File: src/mcu8_pkg.sv
package mcu8_pkg;

   //////////////////////////////
   // widths
   localparam int data_w     = 8;
   localparam int instr_w    = 18;
   localparam int pc_w       = 12;
   localparam int reg_addr_w = 4;

   //////////////////////////////
   // instruction word fields
   localparam int op_msb         = 17;   // opcode field 17:12
   localparam int op_lsb         = 12;
   localparam int cond_bit       = 16;   // set on conditional branches
   localparam int cond_msb       = 15;   // 00 z, 01 nz, 10 c, 11 nc
   localparam int cond_lsb       = 14;
   localparam int cy_sel_bit     = 13;   // addcy, subcy, testcy, comparecy
   localparam int k_sel_bit      = 12;   // second operand is the constant
   localparam int sx_msb         = 11;
   localparam int sx_lsb         = 8;
   localparam int sy_msb         = 7;
   localparam int sy_lsb         = 4;
   localparam int k_msb          = 7;
   localparam int shift_type_bit = 7;    // must be 0 for shift/rotate
   localparam int shift_msb      = 3;    // shift form in 3:0

   // decoded operations
   typedef enum logic [3:0] {
      op_nop, op_load, op_and, op_or, op_xor,
      op_add, op_sub, op_test, op_compare, op_shift,
      op_input, op_output, op_jump, op_call, op_return
   } opcode_e;

   // shift and rotate forms
   typedef enum logic [3:0] {
      sl0, sl1, slx, sla, rl,
      sr0, sr1, srx, sra, rr
   } shift_e;

   // branch conditions
   typedef enum logic [2:0] {
      cond_always, if_z, if_nz, if_c, if_nc
   } cond_e;

endpackage

File: src/mcu8_sequencer.sv
`timescale 1ns/10ps

module mcu8_sequencer #(
   parameter int stack_depth = 30
) (
   input  logic                      clk,
   input  logic                      rst,
   input  mcu8_pkg::opcode_e         opcode,
   input  mcu8_pkg::cond_e           cond,
   input  logic [mcu8_pkg::pc_w-1:0] target,
   input  logic                      z_flag,
   input  logic                      c_flag,
   output logic [mcu8_pkg::pc_w-1:0] address,
   output logic                      decode_phase,
   output logic                      execute_phase,
   output logic                      restart
);
   import mcu8_pkg::*;

   localparam int sp_w  = $clog2(stack_depth + 1);
   localparam int idx_w = (stack_depth > 1) ? $clog2(stack_depth) : 1;

   logic [pc_w-1:0]  pc;
   logic [pc_w-1:0]  next_pc;
   logic [pc_w-1:0]  stack [stack_depth];   // return addresses
   logic [sp_w-1:0]  sp;                    // entries in use
   logic [idx_w-1:0] push_idx;
   logic [idx_w-1:0] pop_idx;
   logic             cond_true;
   logic             do_jump;
   logic             do_call;
   logic             do_return;
   logic             stack_fault;

   //////////////////////////////
   // branch resolution
   always_comb
   begin
      case (cond)
         if_z:    cond_true = z_flag;
         if_nz:   cond_true = ~z_flag;
         if_c:    cond_true = c_flag;
         if_nc:   cond_true = ~c_flag;
         default: cond_true = 1'b1;
      endcase
   end

   assign do_jump   = (opcode == op_jump) && cond_true;
   assign do_call   = (opcode == op_call) && cond_true;
   assign do_return = (opcode == op_return) && cond_true;

   // full stack on a call, empty stack on a return
   assign stack_fault = (do_call && (sp == sp_w'(stack_depth))) ||
                        (do_return && (sp == '0));

   assign next_pc  = pc + 1'b1;
   assign push_idx = sp[idx_w-1:0];
   assign pop_idx  = idx_w'(sp - 1'b1);

   assign address       = pc;
   assign execute_phase = decode_phase & ~stack_fault;   // faulting op is not executed

   //////////////////////////////
   // phase, pc and stack pointer
   always_ff @(posedge clk)
   begin
      if (rst || restart)
      begin
         pc           <= '0;
         sp           <= '0;
         decode_phase <= 1'b0;
         restart      <= 1'b0;
      end
      else
      begin
         decode_phase <= ~decode_phase;
         restart      <= decode_phase & stack_fault;
         if (execute_phase)
         begin
            if (do_call)
            begin
               sp <= sp + 1'b1;
               pc <= target;
            end
            else if (do_return)
            begin
               sp <= sp - 1'b1;
               pc <= stack[pop_idx];
            end
            else if (do_jump)
               pc <= target;
            else
               pc <= next_pc;
         end
      end
   end

   // return address push
   always_ff @(posedge clk)
   begin
      if (execute_phase && do_call)
         stack[push_idx] <= next_pc;
   end

endmodule

File: src/mcu8_decode.sv
`timescale 1ns/10ps

module mcu8_decode (
   input  logic [mcu8_pkg::instr_w-1:0]    instruction,
   output mcu8_pkg::opcode_e               opcode,
   output mcu8_pkg::shift_e                shift_kind,
   output mcu8_pkg::cond_e                 cond,
   output logic                            use_const,
   output logic                            with_carry,
   output logic [mcu8_pkg::reg_addr_w-1:0] sx_addr,
   output logic [mcu8_pkg::reg_addr_w-1:0] sy_addr,
   output logic [mcu8_pkg::data_w-1:0]     constant,
   output logic [mcu8_pkg::pc_w-1:0]       target
);
   import mcu8_pkg::*;

   logic [op_msb-op_lsb:0] op_field;
   logic                   shift_ok;

   assign op_field = instruction[op_msb:op_lsb];

   // shift form from the low nibble
   always_comb
   begin
      shift_kind = sl0;
      shift_ok   = 1'b1;
      case (instruction[shift_msb:0])
         4'b0110: shift_kind = sl0;
         4'b0111: shift_kind = sl1;
         4'b0100: shift_kind = slx;
         4'b0000: shift_kind = sla;
         4'b0010: shift_kind = rl;
         4'b1110: shift_kind = sr0;
         4'b1111: shift_kind = sr1;
         4'b1010: shift_kind = srx;
         4'b1000: shift_kind = sra;
         4'b1100: shift_kind = rr;
         default: shift_ok   = 1'b0;
      endcase
      if (instruction[shift_type_bit])
         shift_ok = 1'b0;                  // hwbuild slot
   end

   //////////////////////////////
   // opcode map
   always_comb
   begin
      opcode = op_nop;                     // anything unlisted
      casez (op_field)
         6'b00000?: opcode = op_load;
         6'b00001?: opcode = op_and;
         6'b00010?: opcode = op_or;
         6'b00011?: opcode = op_xor;
         6'b00100?: opcode = op_input;
         6'b0011??: opcode = op_test;
         6'b0100??: opcode = op_add;
         6'b0110??: opcode = op_sub;
         6'b0111??: opcode = op_compare;
         6'b010100: opcode = shift_ok ? op_shift : op_nop;
         6'b10110?: opcode = op_output;
         6'b100010,
         6'b11??10: opcode = op_jump;
         6'b100000,
         6'b11??00: opcode = op_call;
         6'b100101,
         6'b11??01: opcode = op_return;
         default:   opcode = op_nop;
      endcase
   end

   // branch condition
   always_comb
   begin
      cond = cond_always;
      if (instruction[op_msb] && instruction[cond_bit])
      begin
         case (instruction[cond_msb:cond_lsb])
            2'b00:   cond = if_z;
            2'b01:   cond = if_nz;
            2'b10:   cond = if_c;
            default: cond = if_nc;
         endcase
      end
   end

   assign use_const  = instruction[k_sel_bit];
   assign with_carry = instruction[cy_sel_bit] &&
                       (opcode inside {op_add, op_sub, op_test, op_compare});

   assign sx_addr  = instruction[sx_msb:sx_lsb];
   assign sy_addr  = instruction[sy_msb:sy_lsb];
   assign constant = instruction[k_msb:0];
   assign target   = instruction[pc_w-1:0];

endmodule

File: src/mcu8_regfile.sv
`timescale 1ns/10ps

module mcu8_regfile (
   input  logic                            clk,
   input  logic [mcu8_pkg::reg_addr_w-1:0] rd_addr_a,
   input  logic [mcu8_pkg::reg_addr_w-1:0] rd_addr_b,
   output logic [mcu8_pkg::data_w-1:0]     rd_data_a,
   output logic [mcu8_pkg::data_w-1:0]     rd_data_b,
   input  logic                            wr_en,
   input  logic [mcu8_pkg::reg_addr_w-1:0] wr_addr,
   input  logic [mcu8_pkg::data_w-1:0]     wr_data
);
   import mcu8_pkg::*;

   localparam int num_regs = 1 << reg_addr_w;

   // s0..sF, power-up zero
   logic [data_w-1:0] regs [num_regs] = '{default: '0};

   // asynchronous reads, sx and sy
   assign rd_data_a = regs[rd_addr_a];
   assign rd_data_b = regs[rd_addr_b];

   always_ff @(posedge clk)
   begin
      if (wr_en)
         regs[wr_addr] <= wr_data;
   end

endmodule

File: src/mcu8_execute.sv
`timescale 1ns/10ps

module mcu8_execute (
   input  logic                            clk,
   input  logic                            rst,
   input  logic                            restart,
   input  logic                            execute_phase,
   input  mcu8_pkg::opcode_e               opcode,
   input  mcu8_pkg::shift_e                shift_kind,
   input  logic                            use_const,
   input  logic                            with_carry,
   input  logic [mcu8_pkg::reg_addr_w-1:0] sx_addr,
   input  logic [mcu8_pkg::data_w-1:0]     constant,
   input  logic [mcu8_pkg::data_w-1:0]     sx_data,
   input  logic [mcu8_pkg::data_w-1:0]     sy_data,
   input  logic [mcu8_pkg::data_w-1:0]     in_port,
   output logic                            wr_en,
   output logic [mcu8_pkg::reg_addr_w-1:0] wr_addr,
   output logic [mcu8_pkg::data_w-1:0]     wr_data,
   output logic                            z_flag,
   output logic                            c_flag,
   output logic [mcu8_pkg::data_w-1:0]     out_port,
   output logic [mcu8_pkg::data_w-1:0]     port_id,
   output logic                            read_strobe,
   output logic                            write_strobe
);
   import mcu8_pkg::*;

   logic [data_w-1:0]     operand_b;
   logic [data_w-1:0]     alu_res;
   logic                  alu_carry;
   logic                  cin;
   logic                  shift_in;
   opcode_e               op_q;          // op_nop outside the execute cycle
   logic                  with_carry_q;
   logic [data_w-1:0]     res_q;
   logic                  carry_q;
   logic [reg_addr_w-1:0] sx_addr_q;
   logic                  flag_op;

   assign operand_b = use_const ? constant : sy_data;
   assign cin       = c_flag & with_carry;

   // bit shifted in
   always_comb
   begin
      case (shift_kind)
         sl1, sr1: shift_in = 1'b1;
         slx, rr:  shift_in = sx_data[0];
         rl, srx:  shift_in = sx_data[data_w-1];
         sla, sra: shift_in = c_flag;
         default:  shift_in = 1'b0;
      endcase
   end

   //////////////////////////////
   // alu
   always_comb
   begin
      alu_res   = operand_b;                  // load
      alu_carry = 1'b0;
      case (opcode)
         op_and: alu_res = sx_data & operand_b;
         op_or:  alu_res = sx_data | operand_b;
         op_xor: alu_res = sx_data ^ operand_b;
         op_test:
         begin
            alu_res   = sx_data & operand_b;
            alu_carry = ^{alu_res, cin};      // odd parity, testcy folds in C
         end
         op_add:
            {alu_carry, alu_res} = {1'b0, sx_data} + {1'b0, operand_b} + {{data_w{1'b0}}, cin};
         op_sub, op_compare:
            {alu_carry, alu_res} = {1'b0, sx_data} - {1'b0, operand_b} - {{data_w{1'b0}}, cin};
         op_shift:
            if (shift_kind inside {sr0, sr1, srx, sra, rr})
               {alu_res, alu_carry} = {shift_in, sx_data};
            else
               {alu_carry, alu_res} = {sx_data, shift_in};
         default: ;
      endcase
   end

   // operand latch at the end of decode
   always_ff @(posedge clk)
   begin
      if (execute_phase)
      begin
         res_q        <= alu_res;
         carry_q      <= alu_carry;
         with_carry_q <= with_carry;
         sx_addr_q    <= sx_addr;
         port_id      <= operand_b;
         out_port     <= sx_data;
      end
   end

   always_ff @(posedge clk)
   begin
      if (rst || restart)
      begin
         op_q         <= op_nop;
         read_strobe  <= 1'b0;
         write_strobe <= 1'b0;
      end
      else
      begin
         op_q         <= execute_phase ? opcode : op_nop;
         read_strobe  <= execute_phase && (opcode == op_input);
         write_strobe <= execute_phase && (opcode == op_output);
      end
   end

   //////////////////////////////
   // write back, execute cycle
   assign wr_en   = op_q inside {op_load, op_and, op_or, op_xor, op_add, op_sub,
                                 op_shift, op_input};
   assign wr_addr = sx_addr_q;
   assign wr_data = (op_q == op_input) ? in_port : res_q;   // in_port sampled here
   assign flag_op = op_q inside {op_and, op_or, op_xor, op_add, op_sub, op_test,
                                 op_compare, op_shift};

   always_ff @(posedge clk)
   begin
      if (rst || restart)
      begin
         z_flag <= 1'b0;
         c_flag <= 1'b0;
      end
      else if (flag_op)
      begin
         c_flag <= carry_q;
         z_flag <= (res_q == '0) & (z_flag | ~with_carry_q);   // cy forms chain Z
      end
   end

endmodule

File: src/mcu8.sv
`timescale 1ns/10ps

module mcu8 #(
   parameter int stack_depth = 30
) (
   input  logic                         clk,
   input  logic                         rst,
   output logic [mcu8_pkg::pc_w-1:0]    address,
   input  logic [mcu8_pkg::instr_w-1:0] instruction,
   input  logic [mcu8_pkg::data_w-1:0]  in_port,
   output logic [mcu8_pkg::data_w-1:0]  out_port,
   output logic [mcu8_pkg::data_w-1:0]  port_id,
   output logic                         read_strobe,
   output logic                         write_strobe
);
   import mcu8_pkg::*;

   // phases
   logic decode_phase;
   logic execute_phase;
   logic restart;

   // decoded fields
   opcode_e               opcode;
   shift_e                shift_kind;
   cond_e                 cond;
   logic                  use_const;
   logic                  with_carry;
   logic [reg_addr_w-1:0] sx_addr;
   logic [reg_addr_w-1:0] sy_addr;
   logic [data_w-1:0]     constant;
   logic [pc_w-1:0]       target;

   // register file and flags
   logic [data_w-1:0]     sx_data;
   logic [data_w-1:0]     sy_data;
   logic                  wr_en;
   logic [reg_addr_w-1:0] wr_addr;
   logic [data_w-1:0]     wr_data;
   logic                  z_flag;
   logic                  c_flag;

   //////////////////////////////
   mcu8_sequencer #(
      .stack_depth(stack_depth)
   ) u_sequencer (
      .clk          (clk),
      .rst          (rst),
      .opcode       (opcode),
      .cond         (cond),
      .target       (target),
      .z_flag       (z_flag),
      .c_flag       (c_flag),
      .address      (address),
      .decode_phase (decode_phase),
      .execute_phase(execute_phase),
      .restart      (restart)
   );

   mcu8_decode u_decode (
      .instruction(instruction),
      .opcode     (opcode),
      .shift_kind (shift_kind),
      .cond       (cond),
      .use_const  (use_const),
      .with_carry (with_carry),
      .sx_addr    (sx_addr),
      .sy_addr    (sy_addr),
      .constant   (constant),
      .target     (target)
   );

   mcu8_regfile u_regfile (
      .clk      (clk),
      .rd_addr_a(sx_addr),
      .rd_addr_b(sy_addr),
      .rd_data_a(sx_data),
      .rd_data_b(sy_data),
      .wr_en    (wr_en),
      .wr_addr  (wr_addr),
      .wr_data  (wr_data)
   );

   mcu8_execute u_execute (
      .clk          (clk),
      .rst          (rst),
      .restart      (restart),
      .execute_phase(execute_phase),
      .opcode       (opcode),
      .shift_kind   (shift_kind),
      .use_const    (use_const),
      .with_carry   (with_carry),
      .sx_addr      (sx_addr),
      .constant     (constant),
      .sx_data      (sx_data),
      .sy_data      (sy_data),
      .in_port      (in_port),
      .wr_en        (wr_en),
      .wr_addr      (wr_addr),
      .wr_data      (wr_data),
      .z_flag       (z_flag),
      .c_flag       (c_flag),
      .out_port     (out_port),
      .port_id      (port_id),
      .read_strobe  (read_strobe),
      .write_strobe (write_strobe)
   );

endmodule

File: config.mk
export PLATFORM = sky130hd
export DESIGN_NAME = mcu8
export DESIGN_NICKNAME = d
export VERILOG_FILES = /design/src/mcu8_pkg.sv /design/src/mcu8_sequencer.sv /design/src/mcu8_decode.sv /design/src/mcu8_regfile.sv /design/src/mcu8_execute.sv /design/src/mcu8.sv
export SDC_FILE = /design/constraint.sdc
export NUM_CORES = 1
export LEC_CHECK = 0
export ABC_AREA = 0
export BUFFER_PORTS_ARGS = -buffer_cell sky130_fd_sc_hd__buf_2
export CAP_MARGIN = 20
export CORE_UTILIZATION = 40
export DETAILED_ROUTE_END_ITERATION = 6
export PLACE_DENSITY = 0.64
export SYNTH_ARGS = -nofsm -noshare
export SYNTH_HDL_FRONTEND = slang
export SYNTH_SLANG_ARGS = --single-unit
File: constraint.sdc
create_clock -name clk -period 11.6 [get_ports clk]
set_clock_uncertainty 0.2 [all_clocks]
set_input_delay 2.32 -clock clk [delete_from_list [all_inputs] [get_ports clk]]
set_output_delay 2.32 -clock clk [all_outputs]
set_load 0.05 [all_outputs]
==> flow_summary.yaml <==
critical_path:
  crit_fanout: 17
  critPathCaptureType: "flip-flop"
  critPathKind: "input port to flip-flop"
  critical_path_arrival_ns: 6.74
  crit_required_ns: 11.72
  startpoint_type: "input port"
detailed_routing:
  wire_per_inst_um: 26.1
  post-route-drc-count: 0
  vias: 13461
  drt_iter0_markers: 1162
  wl_um: 60400
  drtAntennaViolNets: 0
  vias_per_cell: 5.81
  firstDrtPassIters: 7
yosys:
  synth_edf_count: 518
  synth.yosys.seq_area_share_pct: 65.4
  synth.area.top_cells: "edfxtp_1, mux4_2, dfxtp_1, mux4_1, ha_1"
  synth_nets: 1452
  synth_seq_cells: 545
  ys_types: 85
  netlist_area_sq_um: 24600
  yosysWarningCount: 0
  synth.top_cell.area_share_pct: 63.2
  synth-main-ff-cell: "edfxtp_1"
  syn_area_per_cell_sq_um: 17.8
  synth_area_leader_cell: "edfxtp_1"
  synthArstFlopShare_pct: 0
  syn_inst: 1383
outcome:
  status: "completed"
min_path:
  hp-class: "flip-flop to flip-flop"
finish:
  final_util_pct: 46.0
  final_area_sq_um: 27900
  instances_no_fill: 2317
  drive_gt1_share_pct: 27.6
  area.growth.synth_to_final_pct: 13.3
  final_common_cell: "edfxtp_1"
  n_antenna_cell: 0
  final_cell_mix: "edfxtp_1, mux4_2, nor2_1"
  nets: 1557
clock_tree:
  clk_latency_ns: 0.63
  cts_setup_buffers: 0
  cts_root_buffer: "clkbuf_16"
  cts_max_path_buffers: 3
  cts-htree-levels: 2
  clk_pin_slew_ns: 0.06
  numCtsBuffers: 55
  cts_tree: "done"
  cts-hold-fix-buffers: 0
  cts_sinks: 545
  post_cts_resized: 0
timing:
  finalSetupViolCount: 0
  period_share_pct: 57.1
  rsz0062_at_grt: "false"
  max_freq_mhz: 151
  slew_violations: 0
  hold_violations: 0
  tightest_slew_ns: 1.09
  fin_crit_ns: 6.62
  tns_ns: 0
  relSlewSlack_pct: 27.0
place:
  dp_cells: 2211
  place.port_buffers: 57
  placed_area_sq_um: 26000
  hpwl_um: 39500
  gp_congestion: 0.930
floorplan:
  start_util_pct: 40.6
  placementRows: 90
  die_area_sq_um: 62500
  io_pins: 58
  chipHeight_um: 250
  coreArea_sq_um: 60600
  dieWidth_um: 250
grt:
  antenna_found_initial: 0
  grt_max_degree: 63
  grt_pass1_wl_um: 90600
  grt_pass1_vias: 13504
  grt-ovfl-total: 0
  track_usage_pct: 19.5
power:
  p_leak_nw: 9.35
  p_per_area_nw_per_um2: 159
  vdd_drop_max_uv: 116
flow_run:
  max_cap_violations: 0
==> per-layer routing <==
| layer | up-vias | share of wire (%) | global-route usage (%) |
|---|---|---|---|
| met5 | - | 0 | 0 |
| met4 | 0 | 2.7 | 6.01 |
| met3 | 92 | 7.0 | 3.25 |
| met2 | 538 | 49 | 32.2 |
| met1 | 6997 | 41 | 26.6 |
| li1 | 5834 | - | - |
==> kinds of logic after synthesis <==
family                     share of synthesized area, %
adders and majority gates                          2.21
muxes                                              19.4
and+or+nand+nor                                    4.97
buffers and inverters                              2.31
DFF                                                65.4
xor gates and xnor gates                           1.35
AOI/OAI and AO/OA                                  4.30
==> critical path: stages <==
cell and delay (ns):
buf_2 0.18, inv_1 0.09, ha_1 0.24, nor3_1 0.15
a211o_1 0.17, and3_1 0.65, nor3_1 0.23, o21a_1 0.34
o21a_1 0.24, nand2_1 0.10, inv_1 0.06, fa_1 0.40
inv_1 0.10, fa_1 0.18, inv_1 0.06, a21o_1 0.17
a21oi_1 0.18, o21ai_0 0.18, a21oi_1 0.19, nor2b_1 0.06
o311ai_0 0.29, o211ai_1 0.14
==> metrics by stage <==
step | hold WS [ns] | setup slack, ns | total power, mW
final | 0.302 | 4.98 | 4.44
after global routing | 0.318 | 4.59 | 4.58
after CTS | 0.301 | 5.01 | 4.47
after detailed placement | 0.285 | 4.40 | 2.70
after global placement | 0.267 | 4.48 | 2.69
after floorplan | 0.238 | 5.10 | 2.56
==> worst paths after layout <==
kind	start	endpoint	slack, ns	depth (start not counted)
hold / removal	u_sequencer.decode_phase	u_sequencer.decode_phase	0.30	1
setup reg to reg	u_sequencer.push_idx[0]	u_sequencer.address[5]	7.06	9
hold reg to reg	u_sequencer.decode_phase	u_sequencer.decode_phase	0.30	1
setup / recovery	instruction[14]	u_execute.carry_q	4.98	22
==> flip-flops by register name, summed over array words and instances, names as in the netlist, 4 cells and up <==
| register | count |
|---|---|
| u_regfile.regs | 128 |
| u_sequencer.push_idx | 5 |
| u_execute.op_q | 4 |
| u_execute.wr_addr | 4 |
| u_execute.res_q | 8 |
| u_execute.port_id | 8 |
| u_sequencer.address | 12 |
| u_execute.out_port | 8 |
| u_sequencer.stack | 360 |
==> cell usage after synthesis, drive strengths merged (3+ instances only) <==
cell type	instances
inv	38
o21ai	34
a211o	3
buf	43
a31oi	3
and3	9
and2	4
nand2b	9
nand4	6
dfxtp	27
a21o	3
o22ai	10
fa	4
a211oi	7
o21a	4
mux2	33
mux4	177
nor2	105
nand2	52
ha	37
o21bai	4
nor3	20
a221oi	5
a32o	3
edfxtp	518
o31ai	4
xnor2	27
a21oi	38
nand3b	5
o211ai	6
nor2b	6
a22oi	13
clkbuf	28
mux2i	35
nor4	6
o311ai	3
xor2	10
nand3	16
==> cell type report <==
| type | count | area (sq um) |
|---|---|---|
| clock inverter | 40 | 399 |
| sequential | 545 | 16100 |
| tap | 782 | 978 |
| multi-input combinational | 728 | 8060 |
| inverter | 39 | 146 |
| timing repair buffer | 119 | 790 |
| fill | 5072 | 32700 |
| clock buffer | 64 | 1410 |
==> power by group <==
group | internal, mW | total, mW | switching [mW]
registers | 2.19 | 2.21 | 0.0187
logic | 0.162 | 0.447 | 0.285
clock network | 1.01 | 1.78 | 0.768
No activity file was read; power rests on OpenSTA's default activity.
